File: config.mk
export PLATFORM = sky130hd
export DESIGN_NAME = io_config_regs
export DESIGN_NICKNAME = d
export VERILOG_FILES = /design/src/rtl/glb_data_pkg.sv /design/src/rtl/glb_config_pkg.sv /design/src/rtl/io_config_regs.sv
export VERILOG_INCLUDE_DIRS = /design/src /design/src/rtl
export SDC_FILE = /design/constraint.sdc
export NUM_CORES = 1
export LEC_CHECK = 0
export ABC_AREA = 1
export BUFFER_PORTS_ARGS = -buffer_cell sky130_fd_sc_hd__buf_4
export CAP_MARGIN = 10
export CELL_PAD_IN_SITES_DETAIL_PLACEMENT = 1
export CELL_PAD_IN_SITES_GLOBAL_PLACEMENT = 1
export CORE_MARGIN = 5
export CORE_UTILIZATION = 32
export DETAILED_ROUTE_END_ITERATION = 16
export GPL_TIMING_DRIVEN = 0
export PLACE_DENSITY_LB_ADDON = 0.1
export SLEW_MARGIN = 30
export SYNTH_ARGS = -nofsm -noshare
export SYNTH_HDL_FRONTEND = slang
export SYNTH_SLANG_ARGS = --single-unit
File: constraint.sdc
create_clock -name clk -period 2 [get_ports clk]
set_input_delay 0.3 -clock clk [delete_from_list [all_inputs] [get_ports clk]]
set_output_delay 0.3 -clock clk [all_outputs]
set_load 0.03 [all_outputs]
File: src/rtl/glb_consts.svh
/*
 * global buffer io side constants
 * channel and bank counts, datapath widths, config field widths
 */
`ifndef GLB_CONSTS_SVH
`define GLB_CONSTS_SVH

// array shape
`define GLB_NUM_IO          2
`define GLB_NUM_BANKS       4
`define GLB_BANKS_PER_IO    2

// datapath
`define GLB_BANK_ADDR_W     8
`define GLB_BANK_SEL_W      2
`define GLB_DATA_W          16

// config bus, upper nibble is feature, lower nibble is register
`define GLB_CFG_ADDR_W      8
`define GLB_CFG_FEATURE_W   4
`define GLB_CFG_REG_W       4
`define GLB_CFG_DATA_W      32
`define GLB_MODE_W          2
`define GLB_NUM_WORDS_W     16

`endif

File: src/rtl/glb_data_pkg.sv
/*
 * global buffer datapath types
 * data words, bank word addresses and global addresses
 */
`default_nettype none

`include "glb_consts.svh"

package glb_data_pkg;

    // one cgra / bank word
    typedef logic [`GLB_DATA_W-1:0] data_t;

    // word address inside one bank
    typedef logic [`GLB_BANK_ADDR_W-1:0] bank_addr_t;

    // bank number on top, word address below
    typedef logic [`GLB_BANK_SEL_W+`GLB_BANK_ADDR_W-1:0] glb_addr_t;

endpackage

`default_nettype wire

File: src/rtl/glb_config_pkg.sv
/*
 * global buffer configuration types
 * config bus fields, stream modes and per-channel settings
 */
`default_nettype none

`include "glb_consts.svh"

package glb_config_pkg;

    typedef logic [`GLB_CFG_ADDR_W-1:0] cfg_addr_t;
    typedef logic [`GLB_CFG_DATA_W-1:0] cfg_data_t;
    typedef logic [`GLB_NUM_WORDS_W-1:0] word_count_t;

    // one bit per channel above channel 0
    typedef logic [`GLB_NUM_IO-2:0] switch_sel_t;

    typedef enum logic [`GLB_MODE_W-1:0] {
        IDLE         = 2'd0,
        WRITE_STREAM = 2'd1,
        READ_STREAM  = 2'd2
    } stream_mode_e;

    typedef struct packed {
        stream_mode_e            mode;
        glb_data_pkg::glb_addr_t start_addr;
        word_count_t             num_words;
    } io_ctrl_cfg_t;

endpackage

`default_nettype wire

File: src/rtl/io_config_regs.sv
/*
 * io configuration register file
 * per-channel mode, start address and word count, plus switch_sel,
 * with combinational readback
 */
`timescale 1ns/1ps
`default_nettype none

`include "glb_consts.svh"

module io_config_regs (
    input  logic                         clk,
    input  logic                         reset,
    input  logic                         cfg_en,
    input  logic                         cfg_wr,
    input  logic                         cfg_rd,
    input  glb_config_pkg::cfg_addr_t    cfg_addr,
    input  glb_config_pkg::cfg_data_t    cfg_wr_data,
    output glb_config_pkg::cfg_data_t    cfg_rd_data,
    output glb_config_pkg::io_ctrl_cfg_t io_cfg [`GLB_NUM_IO],
    output glb_config_pkg::switch_sel_t  switch_sel
);

    logic [`GLB_CFG_FEATURE_W-1:0] feature;
    logic [`GLB_CFG_REG_W-1:0]     reg_sel;

    assign feature = cfg_addr[`GLB_CFG_ADDR_W-1 -: `GLB_CFG_FEATURE_W];
    assign reg_sel = cfg_addr[`GLB_CFG_REG_W-1:0];

    always_ff @(posedge clk or posedge reset) begin
        if (reset) begin
            switch_sel <= '0;
            for (int j = 0; j < `GLB_NUM_IO; j++) begin
                io_cfg[j].mode       <= glb_config_pkg::IDLE;
                io_cfg[j].start_addr <= '0;
                io_cfg[j].num_words  <= '0;
            end
        end else if (cfg_en && cfg_wr) begin
            // feature after the last channel is the interconnect
            if (feature == `GLB_NUM_IO && reg_sel == 0) begin
                switch_sel <= glb_config_pkg::switch_sel_t'(cfg_wr_data);
            end
            for (int j = 0; j < `GLB_NUM_IO; j++) begin
                if (feature == j) begin
                    case (reg_sel)
                        0: io_cfg[j].mode <= glb_config_pkg::stream_mode_e'(
                               cfg_wr_data[`GLB_MODE_W-1:0]);
                        1: io_cfg[j].start_addr <= glb_data_pkg::glb_addr_t'(cfg_wr_data);
                        2: io_cfg[j].num_words <= glb_config_pkg::word_count_t'(cfg_wr_data);
                        default: ;
                    endcase
                end
            end
        end
    end

    // unmapped registers fall through as zero
    always_comb begin
        cfg_rd_data = '0;
        if (cfg_en && cfg_rd) begin
            if (feature == `GLB_NUM_IO && reg_sel == 0) begin
                cfg_rd_data = glb_config_pkg::cfg_data_t'(switch_sel);
            end
            for (int j = 0; j < `GLB_NUM_IO; j++) begin
                if (feature == j) begin
                    case (reg_sel)
                        0: cfg_rd_data = glb_config_pkg::cfg_data_t'(io_cfg[j].mode);
                        1: cfg_rd_data = glb_config_pkg::cfg_data_t'(io_cfg[j].start_addr);
                        2: cfg_rd_data = glb_config_pkg::cfg_data_t'(io_cfg[j].num_words);
                        default: cfg_rd_data = '0;
                    endcase
                end
            end
        end
    end

endmodule

`default_nettype wire

### After elaboration in Yosys (flattened, before gate mapping)

Index checks and enable logic that the tools add are counted.
Widths: inputs -> output; s select.

* register bits: 57
* input port bits: 45
* output and inout port bits: 89
* word-level logic and storage cells: 29

* eq/ne operators: 4
* multiplexer cells: 6
* reduce and logical (&&, ||, !) cells: 12

Operators by type and width (count)
* $mux 32: 3
* $pmux 16 s3: 2
* $reduce_and 3->1: 6
* $eq 4x1->1 const B: 2
* $eq 4x2->1 const B: 2
* $logic_not 4->1: 2
* $logic_and 1x1->1: 3
* $reduce_and 2->1: 1
* $mux 1: 1

### Logic depth before layout (Yosys ltp)

Gate-level depths: netlist of the first run.

* depth in word-level cells: 6
* mapped depth: 10
* gate-level depth less buffers: 8

### Worst setup path before layout of the first run

Ideal clock, no wire load.

* kind: input port to output port
* start: in cfg_addr[7]
* end: out cfg_rd_data[12]
* data arrival time: 1.489 ns
* data required time: 1.700 ns
* setup slack: 0.211 ns
* stages on the path: 6
* path buffers: 1
* cell sequence: nor2_2 -> nand3_1 -> inv_1 -> buf_2 -> nand2_1 -> a21oi_1

* cells in the longest elaborated chain, start to end: 4
* elaborated cells between the ends (all ways): 5
* classes of those cells: eq/ne (1); mux (3); reduce/logical (1)

RTL lines
* start, declared: line io_config_regs.sv:17 `input glb_config_pkg::cfg_addr_t cfg_addr,`
* $logic_not 4->1: line io_config_regs.sv:65 `if (feature == j) begin`
* $mux 32: line io_config_regs.sv:65
* $mux 32 *: line io_config_regs.sv:65
* $mux 32 *: line io_config_regs.sv:60 `if (cfg_en && cfg_rd) begin`
* end, declared: line io_config_regs.sv:19 `output glb_config_pkg::cfg_data_t cfg_rd_data,`

Every way passes the cells marked *; elsewhere a longest branch is shown, timed or not.

### Worst setup path in the final report of the first run

* start: in cfg_addr[7]
* end: out cfg_rd_data[6]

The elaborated chain is that of the path after synthesis.

==> key figures, run 1 <==
Setup path
  • Crit path required time: 1.70 ns
  • Startpoint class of the critical path: primary input
  • Critical Path AT: 1.60 ns
  • Slowest cell on crit path: buf_4
  • Crit-path max FO: 10
  • CP Cell Sequence: buf_4 -> nor2_2 -> nand3_2 -> inv_2 -> buf_4 -> nand2_1 -> a21oi_2 -> buf_4
  • Critical path type: primary input to output pin
  • CP most frequent cell: buf_4
  • Crit. End Element: output pin
  • Max stage delay on crit path: 0.21 ns
  • R2R setup slack: 1.29 ns

Floorplan
  • Die Ht: 105.9 um
  • Core ar.: 9109 um2
  • Number of top-level pins: 134
  • Starting density of the core: 32.32%
  • Standard-cell rows: 35
  • Die X: 105.9 um
  • Die Area: 11220 um2

Route
  • Vias per cell: 4.703
  • Vias: 3005
  • Initial DRC count: 102
  • Residual DRC: 0
  • Pre-antenna DRT Iters: 4
  • Routed Wire Length: 10700 um
  • Drt wl/cell: 16.74 um
  • Post-route ant nets: 0

Final layout
  • Area Overhead vs Synth: 41.31%
  • Layout cell share with drive strength beyond 1: 31.63%
  • Final Instance Area: 4160 um2
  • Nets: 569
  • Post-Layout Cell Count: 639
  • Antenna Cells: 0

Yosys
  • Cell area after synthesis: 2944 um2
  • Syn Area/Cell: 7.491 um2
  • Synth cell types: 20
  • Synthesis-stage register bit count: 57
  • Yosys warns: 0
  • Mapped Cells: 393
  • Sequential share of the synthesized area: 48.45%

Power and ir drop
  • Clock share of power: 38.0%
  • Overall power: 2.614 mW
  • Pwr dens: 628.4 nW/um2
  • Sw Ratio: 28.29%
  • Comb power frac: 15.3%
  • Max IR drop VDD: 250.4 uV
  • Int Pwr: 1.875 mW
  • Leak: 2.206 nW
  • Sw Pwr: 0.7395 mW
  • Sequential Power Share: 46.7%

CTS
  • H-tree Lvls: 3
  • Clk pin slew, worst setup/hold paths: 0.07 ns
  • Num CTS Buffers: 9
  • Clk_lat worst skew: 0.33 ns
  • CTS tree: done
  • CTS root buf: clkbuf_8
  • # clock sinks: 57
  • Maximum root-to-sink buffer count: 2

Timing
  • Final Setup Violations: 0
  • Hold Violations, Final: 0
  • Final Hold Slack: 0.1820 ns
  • Worst slew pin tran: 0.6193 ns
  • Period utilization: 95.03%
  • Minimum clock period: 1.901 ns
  • Max Freq: 526.1 MHz
  • Max Slew Vio Count: 0
  • Slew Limit Headroom: 58.72%
  • Worst Skew: 0 ns
  • Slack of the critical path: 0.09930 ns

Placement
  • PortBufs: 101
  • Gpl congestion: 0.7825
  • Cell Area, Placed: 3920 um2
  • Hpwl dp: 7923 um
  • Pre-CTS setup slack: -0.1567 ns
  • Placed instance count: 621

Global route
  • Overall routing resource usage: 19.41%
  • First-pass GRT wire length: 16880 um
  • Initial antenna violation count: 0
  • Remaining global-route overflow: 0
  • Vias in the first global route: 3180
  • Pin count of the biggest net entering global routing: 41

Worst hold path
  • Hold Crit Class: primary input to register

Outcome
  • Status: finished, final reports clean

Run
  • Max Cap Viol: 0
layout by cell type (no fill, tap or decap):
cell type,count
o21ai_1,7
a21oi_2,3
inv_1,33
buf_8,1
a21oi_1,12
buf_6,2
nor2_4,2
buf_12,1
nor2_1,9
and2_1,1
buf_2,8
inv_4,1
conb_1,16
clkbuf_2,1
nand2_1,142
clkbuf_8,12
nand2_2,3
buf_4,121
nand3_1,27
o21ai_0,52
clkinvlp_4,1
dlygate4sd3_1,1
dfrtp_1,57
nand3_2,2
nor2_2,4
inv_2,4
clkbuf_1,4
clkinv_2,1
metal layers:
metal	track usage [%]	routed length, um	vias to the layer above	share of wire, %
met4	5.550	123	0	1.1
met2	32.74	5107	93	48
met5	0	0	-	0
li1	-	-	1466	-
met3	5.039	793	10	7.4
met1	24.57	4674	1436	44
state kept, by name, summed over array words and instances (netlist names):
signal      cells
io_cfg         56
switch_sel      1
power by group through the flow:
stage / sequential, mW / clock (mW) / combinational (mW)
final: 1.22 / 0.994 / 0.399
after floorplan: 1.30 / 0 / 0.166
after global routing: 1.23 / 1.08 / 0.434
after detailed placement: 1.24 / 0 / 0.395
after CTS: 1.22 / 1.02 / 0.401
after global placement: 1.24 / 0 / 0.383
final timing paths:
check                                            start                endpoint  depth (start not counted)
worst min register to register  io_cfg[13]$_DFFE_PP0P_  io_cfg[13]$_DFFE_PP0P_                          2
worst min-delay path                    cfg_wr_data[2]  io_cfg[46]$_DFFE_PP0P_                          3
worst max register to register  io_cfg[22]$_DFFE_PP0P_  io_cfg[22]$_DFFE_PP0P_                          2
worst max-delay path                       cfg_addr[7]          cfg_rd_data[6]                          8
min in group asynchronous                        reset  io_cfg[44]$_DFFE_PP0P_                          3
max in group asynchronous                        reset  io_cfg[42]$_DFFE_PP0P_                          4
critical path: cells and delay by family:
kind | cells | cell delay [ns]
buffers and inverters | 4 | 0.68
AND/OR/NAND/NOR | 3 | 0.42
AO/OA/AOI/OAI | 1 | 0.18
synthesized netlist by cell type:
cell,instances,area [um2]
nand2_1,143,536.8
dfrtp_1,57,1426
o21ai_0,52,260.3
inv_1,36,135.1
nand3_1,29,145.1
buf_4,16,120.1
a21oi_1,15,75.07
buf_2,10,50.05
nor2_1,9,33.78
o21ai_1,7,35.03
nor2_2,5,31.28
clkbuf_1,3,11.26
buf_6,2,22.52
inv_2,2,7.510
nand2_2,2,12.51
and2_1,1,6.260
buf_8,1,15.01
clkbuf_2,1,5.000
conb_1,1,3.750
nor2_4,1,11.26
cell families after synthesis:
logic type,after synthesis,share of synthesized area (%)
DFF,57,48.45
other,1,0.1274
AOI/OAI and AO/OA,74,12.58
buffers and inverters,71,12.45
and+or+nand+nor,190,26.39
stage by stage:
stage | TNS (ns) | utilization [%]
6_report | 0 | 45.67
5_1_grt | -0.007755 | 45.67
4_1_cts | 0 | 45.33
3_5_place_dp | -0.6627 | 43.04
3_3_place_gp | -30.30 | 42.79
2_1_floorplan | 0 | -
what timing repair did:
item | 4_1_cts | 5_1_grt
hold buffers | 1 | 0
pin swaps | 1 | 0
gates resized for setup | 5 | 6
buffers inserted | 1 | 1
endpoints found under the hold margin | 17 | 0
endpoints found under the setup margin | 15 | 10
layout make-up:
class / count / area [um2]
inverter: 38 / 145.1
clock buffer: 13 / 168.9
multi-input combinational: 280 / 1236
tap: 111 / 138.9
clock inverter: 2 / 12.51
sequential: 57 / 1426
buffer: 33 / 229.0
timing repair buffer: 105 / 803.3
fill: 1179 / 4949
No activity file was read; power rests on OpenSTA's default activity.
==> run 2: changes to the inputs <==
--- a/config.mk
+++ b/config.mk
@@ -6,13 +6,12 @@
 export SDC_FILE = /design/constraint.sdc
 export NUM_CORES = 1
 export LEC_CHECK = 0
-export ABC_AREA = 1
 export BUFFER_PORTS_ARGS = -buffer_cell sky130_fd_sc_hd__buf_4
 export CAP_MARGIN = 10
 export CELL_PAD_IN_SITES_DETAIL_PLACEMENT = 1
 export CELL_PAD_IN_SITES_GLOBAL_PLACEMENT = 1
 export CORE_MARGIN = 5
-export CORE_UTILIZATION = 32
+export CORE_UTILIZATION = 35
 export DETAILED_ROUTE_END_ITERATION = 16
 export GPL_TIMING_DRIVEN = 0
 export PLACE_DENSITY_LB_ADDON = 0.1
==> constraint.sdc (replaced) <==
create_clock -name clk -period 2 [get_ports clk]
set_input_delay 0.1 -clock clk [delete_from_list [all_inputs] [get_ports clk]]
set_output_delay 0.1 -clock clk [all_outputs]
set_load 0.03 [all_outputs]
==> key figures, run 2 <==
Timing
  • Worst slew pin tran: 0.6198 ns (+0.0005782 ns)
  • Hold Violations, Final: 0 (unchanged)
  • Max Slew Vio Count: 0 (unchanged)
  • Max Freq: 546.2 MHz (+3.8%)
  • Slew Limit Headroom: 57.61% (-1.1 points)
  • Worst Skew: 0 ns (unchanged)
  • Final Setup Violations: 0 (unchanged)
  • Final Hold Slack: 0.009761 ns (-0.1722 ns)
  • Setup TNS: 0 ns (unchanged)
  • Minimum clock period: 1.831 ns (-0.06976 ns)
  • Period utilization: 91.55% (-3.5 points)
  • Unrepaired setup endpoints after global routing: false

Floorplan
  • Core ar.: 7807 um2 (-14%)
  • Die Ht: 99.83 um (-5.7%)
  • Die Area: 9965 um2 (-11%)
  • Starting density of the core: 36.17% (+3.8 points)
  • Die X: 99.83 um (-5.7%)
  • Number of top-level pins: 134 (unchanged)
  • Standard-cell rows: 32 (-8.6%)

Yosys
  • Commonest cells in the synthesized netlist: 57 x dfrtp_1, 54 x mux2_2, 17 x buf_4
  • Mapped Cells: 217 (-45%)
  • Most common cell in the netlist: dfrtp_1
  • Largest cells by area after synthesis: dfrtp_1 51%, mux2_2 22%, buf_4 4.5%
  • Synth cell types: 37 (+85%)
  • Top-area cell type share of the netlist area: 50.51% (+2.1 points)
  • Post-synth ARST share: 100.0% (unchanged)
  • Synthesis-stage register bit count: 57 (unchanged)
  • EDFF count, synth: 0 (unchanged)
  • Yosys warns: 0 (unchanged)
  • Largest area contributor in the netlist: dfrtp_1
  • Main synth FF type: dfrtp_1
  • Sequential share of the synthesized area: 50.51% (+2.1 points)
  • Syn Area/Cell: 13.01 um2 (+74%)
  • Cell area after synthesis: 2824 um2 (-4.1%)

Route
  • Met3 wire length: 585 um (-26%)
  • M1 wire length: 3689 um (-21%)
  • Residual DRC: 0 (unchanged)
  • Top Metal Used: met4
  • Pre-antenna DRT Iters: 4 (unchanged)
  • Vias: 2288 (-24%)
  • Met2 wire length: 4172 um (-18%)
  • Initial DRC count: 65 (-36%)
  • Vias per cell: 4.996 (+6.2%)
  • Routed Wire Length: 8570 um (-20%)
  • Post-route ant nets: 0 (unchanged)
  • Drt wl/cell: 18.71 um (+12%)

Setup path
  • Critical Path AT: 1.73 ns (+0.13 ns)
  • CP Cell Sequence: buf_2 -> nor4b_4 -> buf_4 -> buf_4 -> a22oi_1 -> a211oi_1 -> buf_4
  • Slowest cell on crit path: nor4b_4
  • Setup crit end: cfg_rd_data[6]
  • FF-to-FF End: io_cfg[47]$_DFFE_PP0P_
  • Startpoint class of the critical path: primary input
  • CP most frequent cell: buf_4
  • Worst setup startpoint: cfg_addr[0]
  • Worst path depth: 7 (-1)
  • CP bufs+invs: 4 (unchanged)
  • Worst Reg-to-Reg Cells: 1 (-1)
  • Worst path top cell family by delay: buffers and inverters
  • Max stage delay on crit path: 0.36 ns (+0.15 ns)
  • Crit-path max FO: 10 (unchanged)
  • Crit. End Element: output pin
  • R2R setup slack: 1.19 ns (-0.10 ns)
  • Crit path required time: 1.90 ns (+0.20 ns)
  • Critical path type: primary input to output pin
  • Reg2reg start: io_cfg[47]$_DFFE_PP0P_

CTS
  • Maximum root-to-sink buffer count: 2 (unchanged)
  • CTS root buf: clkbuf_8
  • Clk_lat worst skew: 0.33 ns (about the same)
  • Clk pin slew, worst setup/hold paths: 0.07 ns (about the same)
  • Num CTS Buffers: 9 (unchanged)
  • # clock sinks: 57 (unchanged)
  • CTS tree: done
  • H-tree Lvls: 3 (unchanged)

Final layout
  • Sequential cell area: 1426 um2 (unchanged)
  • Area Overhead vs Synth: 43.46%
  • Fillers: 887 (-25%)
  • Nets: 397 (-30%)
  • Area of the multi-input gates: 1269 um2 (+2.6%)
  • Layout cell share with drive strength beyond 1: 57.30% (+26 points)
  • Largest regs: io_cfg x56, switch_sel x1
  • Max reg flops: 56 (unchanged)
  • Register name with the most flops: io_cfg
  • Antenna Cells: 0 (unchanged)
  • Most frequent cells in the layout: 119 x buf_4, 57 x dfrtp_1, 54 x mux2_2, 16 x conb_1, 12 x clkbuf_8
  • Most common cell after layout, fill and taps aside: buf_4

Power and ir drop
  • Overall power: 2.585 mW (-1.1%)
  • Max IR drop VDD: 340.7 uV (+36%)
  • Pwr dens: 638.1 nW/um2 (+1.5%)
  • Leak: 2.107 nW (-4.5%)

Global route
  • First-pass GRT wire length: 13800 um (-18%)
  • Vias in the first global route: 2539 (-20%)
  • Pin count of the biggest net entering global routing: 38 (-7.3%)
  • Remaining global-route overflow: 0 (unchanged)
  • Overall routing resource usage: 17.95% (-1.5 points)
  • Initial antenna violation count: 0 (unchanged)

Run
  • Max Cap Viol: 0 (unchanged)

Placement
  • Hpwl dp: 6094 um (-23%)
  • PortBufs: 99 (-2.0%)
  • Gpl congestion: 0.7000 (-11%)

Worst hold path
  • Hold Crit Class: primary input to register
  • Hold_sp: cfg_wr_data[6]

Outcome
  • Status: finished, final reports clean
-- run 2: through the flow --
| stage | utilization [%] | std cells | area, um2 | setup WS (ns) |
|---|---|---|---|---|
| 6_report | 51.89 | 458 | 4051 | 0.1691 |
| 5_1_grt | 51.89 | 458 | 4051 | 0.005412 |
| 4_1_cts | 51.65 | 457 | 4033 | 0.009229 |
| 3_5_place_dp | 48.33 | 434 | 3774 | -0.04411 |
| 3_3_place_gp | 48.04 | 433 | 3751 | -0.3033 |
| 2_1_floorplan | - | 232 | 2880 | 0.02689 |
-- run 2: logic make-up (layout without fill, tap and decap cells) --
kind of cell / count (synthesis) / in the layout / share of synthesized area [%]
flip-flops: 57 / 57 / 50.51
other: 1 / 16 / 0.1328
buffers and inverters: 29 / 153 / 6.867
AO/OA/AOI/OAI: 35 / 35 / 9.437
multiplexers: 66 / 66 / 25.96
AND/OR/NAND/NOR: 29 / 29 / 7.089
-- run 2: timing repair --
| action | 4_1_cts | 5_1_grt |
|---|---|---|
| pin swaps | 0 | 1 |
| setup buffers | 1 | 1 |
| endpoints found under the setup margin | 9 | 10 |
| gates resized for setup | 1 | 3 |
| hold buffers | 7 | 0 |
| hold endpoints to repair | 29 | 0 |
-- run 2: routing by layer --
layer,GRT usage [%],vias to the layer above
li1,-,1047
met1,22.70,1161
met2,29.60,70
met3,4.587,10
met4,6.618,0
met5,0,-
-- run 2: layout make-up --
type | count | share of cell area [%]
Sequential cell | 57 | 35.21
Inverter | 2 | 0.2471
Clock inverter | 3 | 0.3706
Clock buffer | 12 | 4.077
Timing Repair Buffer | 109 | 20.94
Multi-Input combinational cell | 146 | 31.32
Buffer | 27 | 4.694
Tap cell | 102 | 3.150
-- run 2: worst min-delay path by stage --
stage                                         to  slack [ns]  cells after the start
final                     io_cfg[50]$_DFFE_PP0P_        0.01                      2
after global routing      io_cfg[50]$_DFFE_PP0P_       0.006                      2
after CTS                 io_cfg[15]$_DFFE_PP0P_       0.003                      2
after detailed placement  io_cfg[42]$_DFFE_PP0P_        0.08                      2
after global placement    io_cfg[12]$_DFFE_PP0P_        0.34                      2
after floorplan           io_cfg[47]$_DFFE_PP0P_        0.23                      1
-- run 2: where the power goes --
part / internal (mW) / switching, mW / total (mW)
Clock: 0.538 / 0.460 / 0.998
Combinational: 0.155 / 0.222 / 0.378
Sequential: 1.18 / 0.0256 / 1.21
==> run 3: changes to the inputs <==
--- a/config.mk
+++ b/config.mk
@@ -8,13 +8,11 @@
 export LEC_CHECK = 0
 export BUFFER_PORTS_ARGS = -buffer_cell sky130_fd_sc_hd__buf_4
 export CAP_MARGIN = 10
-export CELL_PAD_IN_SITES_DETAIL_PLACEMENT = 1
-export CELL_PAD_IN_SITES_GLOBAL_PLACEMENT = 1
 export CORE_MARGIN = 5
-export CORE_UTILIZATION = 35
+export CORE_UTILIZATION = 38
 export DETAILED_ROUTE_END_ITERATION = 16
 export GPL_TIMING_DRIVEN = 0
-export PLACE_DENSITY_LB_ADDON = 0.1
+export PLACE_DENSITY = 0.68
 export SLEW_MARGIN = 30
 export SYNTH_ARGS = -nofsm -noshare
 export SYNTH_HDL_FRONTEND = slang
==> key figures, run 3 (synthesis results as in run 2) <==
Outcome
  • Status: finished, final reports clean

CTS
  • CTS tree: done
  • CTS root buf: clkbuf_8
  • Clk pin slew, worst setup/hold paths: 0.06 ns (about the same)
  • # clock sinks: 57 (unchanged)
  • Maximum root-to-sink buffer count: 2 (unchanged)
  • H-tree Lvls: 3 (unchanged)
  • Clk_lat worst skew: 0.33 ns (about the same)
  • Num CTS Buffers: 9 (unchanged)

Global route
  • Pin count of the biggest net entering global routing: 41 (+7.9%)
  • Remaining global-route overflow: 0 (unchanged)
  • Initial antenna violation count: 0 (unchanged)
  • First-pass GRT wire length: 12610 um (-8.6%)
  • Vias in the first global route: 2384 (-6.1%)
  • Overall routing resource usage: 18.32% (+0.37 points)

Timing
  • Max Slew Vio Count: 0 (unchanged)
  • Max Freq: 529.7 MHz (-3.0%)
  • Unrepaired setup endpoints after global routing: false
  • Final Setup Violations: 0 (unchanged)
  • Setup TNS: 0 ns (unchanged)
  • Worst Skew: 0 ns (unchanged)
  • Slew Limit Headroom: 55.42% (-2.2 points)
  • Hold Violations, Final: 0 (unchanged)
  • Worst slew pin tran: 0.6687 ns (+0.04891 ns)
  • Minimum clock period: 1.888 ns (+0.05695 ns)
  • Period utilization: 94.39% (+2.8 points)

Placement
  • Hpwl dp: 5807 um (-4.7%)
  • PortBufs: 99 (unchanged)
  • Placed instance count: 431 (-0.69%)
  • Gpl congestion: 0.7420 (+6.0%)

Setup path
  • Reg2reg start: io_cfg[50]$_DFFE_PP0P_
  • Worst path top cell family by delay: simple AND/OR/NAND/NOR gates
  • Worst Reg-to-Reg Cells: 1 (unchanged)
  • Max stage delay on crit path: 0.62 ns (+0.26 ns)
  • Crit path required time: 1.90 ns (about the same)
  • Slowest cell on crit path: nor4_1
  • Worst setup startpoint: cfg_addr[0]
  • Crit-path max FO: 9 (-1)
  • FF-to-FF End: io_cfg[50]$_DFFE_PP0P_
  • Startpoint class of the critical path: primary input
  • Crit. End Element: output pin
  • CP bufs+invs: 2 (-2)
  • CP Cell Sequence: buf_2 -> nor4_1 -> and4b_1 -> nand2_1 -> a211oi_1 -> buf_4
  • Critical path type: primary input to output pin
  • R2R setup slack: 1.18 ns (about the same)
  • Critical Path AT: 1.79 ns (+0.06 ns)

Route
  • Vias per cell: 4.989 (-0.13%)
  • M1 wire length: 3352 um (-9.1%)
  • Routed Wire Length: 8178 um (-4.6%)
  • Met3 wire length: 606 um (+3.6%)
  • Drt wl/cell: 17.97 um (-3.9%)
  • Vias: 2270 (-0.79%)
  • Post-route ant nets: 0 (unchanged)
  • Residual DRC: 0 (unchanged)
  • Met2 wire length: 4100 um (-1.7%)
  • Initial DRC count: 34 (-48%)
  • Top Metal Used: met4
  • Pre-antenna DRT Iters: 4 (unchanged)

Final layout
  • Most common cell after layout, fill and taps aside: buf_4
  • Post-Layout Cell Count: 455 (-0.66%)
  • Area Overhead vs Synth: 44.04%
  • Fin util: 56.08% (+4.2 points)
  • Antenna Cells: 0 (unchanged)
  • Max reg flops: 56 (unchanged)
  • Most frequent cells in the layout: 117 x buf_4, 57 x dfrtp_1, 54 x mux2_2, 16 x conb_1, 12 x clkbuf_8
  • Layout cell share with drive strength beyond 1: 56.74% (-0.56 points)
  • Register name with the most flops: io_cfg
  • Nets: 396 (-0.25%)
  • Fillers: 625 (-30%)
  • Largest regs: io_cfg x56, switch_sel x1

Worst hold path
  • Hold Crit Class: primary input to register
  • WHS Endpoint: io_cfg[47]$_DFFE_PP0P_
  • Hold path depth: 2 (unchanged)
  • Hold_sp: cfg_wr_data[3]

Power and ir drop
  • Max IR drop VDD: 348.6 uV (+2.3%)
  • Pwr dens: 665.4 nW/um2 (+4.3%)
  • Leak: 2.111 nW (+0.19%)

Floorplan
  • Standard-cell rows: 31 (-3.1%)
  • Die Area: 9255 um2 (-7.1%)
  • Die Ht: 96.21 um (-3.6%)
  • Core ar.: 7253 um2 (-7.1%)
  • Starting density of the core: 38.93% (+2.8 points)
  • Die X: 96.21 um (-3.6%)
  • Number of top-level pins: 134 (unchanged)

Run
  • Max Cap Viol: 0 (unchanged)
==> run 3: what timing repair did <==
| item | CTS | global route |
|---|---|---|
| buffers inserted | 1 | 0 |
| hold buffers | 7 | 0 |
| setup endpoints to repair | 9 | 10 |
| hold endpoints to repair | 26 | 0 |
| resized for setup | 1 | 2 |
==> run 3: power by group <==
part,switching (mW),leakage [nW],internal (mW)
registers,0.0250,0.791,1.18
logic,0.222,1.21,0.155
clock network,0.443,0.107,0.677
total,0.690,2.11,2.02
==> run 3: area by class of cell <==
class	count	area (um2)	area share, %
clock buffers	14	172.7	4.245
multi-input cells	146	1269	31.19
clock inverters	2	35.03	0.8613
repair buffers	108	840.8	20.67
flip-flops and latches	57	1426	35.07
well taps	99	123.9	3.045
inverters	2	10.01	0.2461
plain buffers	27	190.2	4.675
==> run 3: metal layers <==
layer  track usage (%)  vias to the layer above
met5                 0                        -
met2             30.59                       86
met3             4.300                       12
li1                  -                     1047
met1             22.57                     1125
met4             7.701                        0
==> run 3: stage by stage <==
step	total power [mW]	area [um2]	setup slack (ns)	hold WS, ns
6_report	2.707	4068	0.1121	0.01105
3_5_place_dp	1.596	3770	-0.1007	0.06289
5_1_grt	2.823	4068	0.01882	0.01816
2_1_floorplan	1.444	2880	0.02689	0.2347
4_1_cts	2.737	4056	0.005971	0.00001352
3_3_place_gp	1.583	3747	-0.2544	0.3409
==> run 3: worst max path at each step <==
stage,end,slack (ns),cells after the start
2_1_floorplan,cfg_rd_data[2],0.03,6
3_3_place_gp,io_cfg[5]$_DFFE_PP0P_,-0.25,2
3_5_place_dp,cfg_rd_data[6],-0.10,6
4_1_cts,cfg_rd_data[6],0.006,7
5_1_grt,cfg_rd_data[8],0.02,7
6_report,cfg_rd_data[0],0.11,6
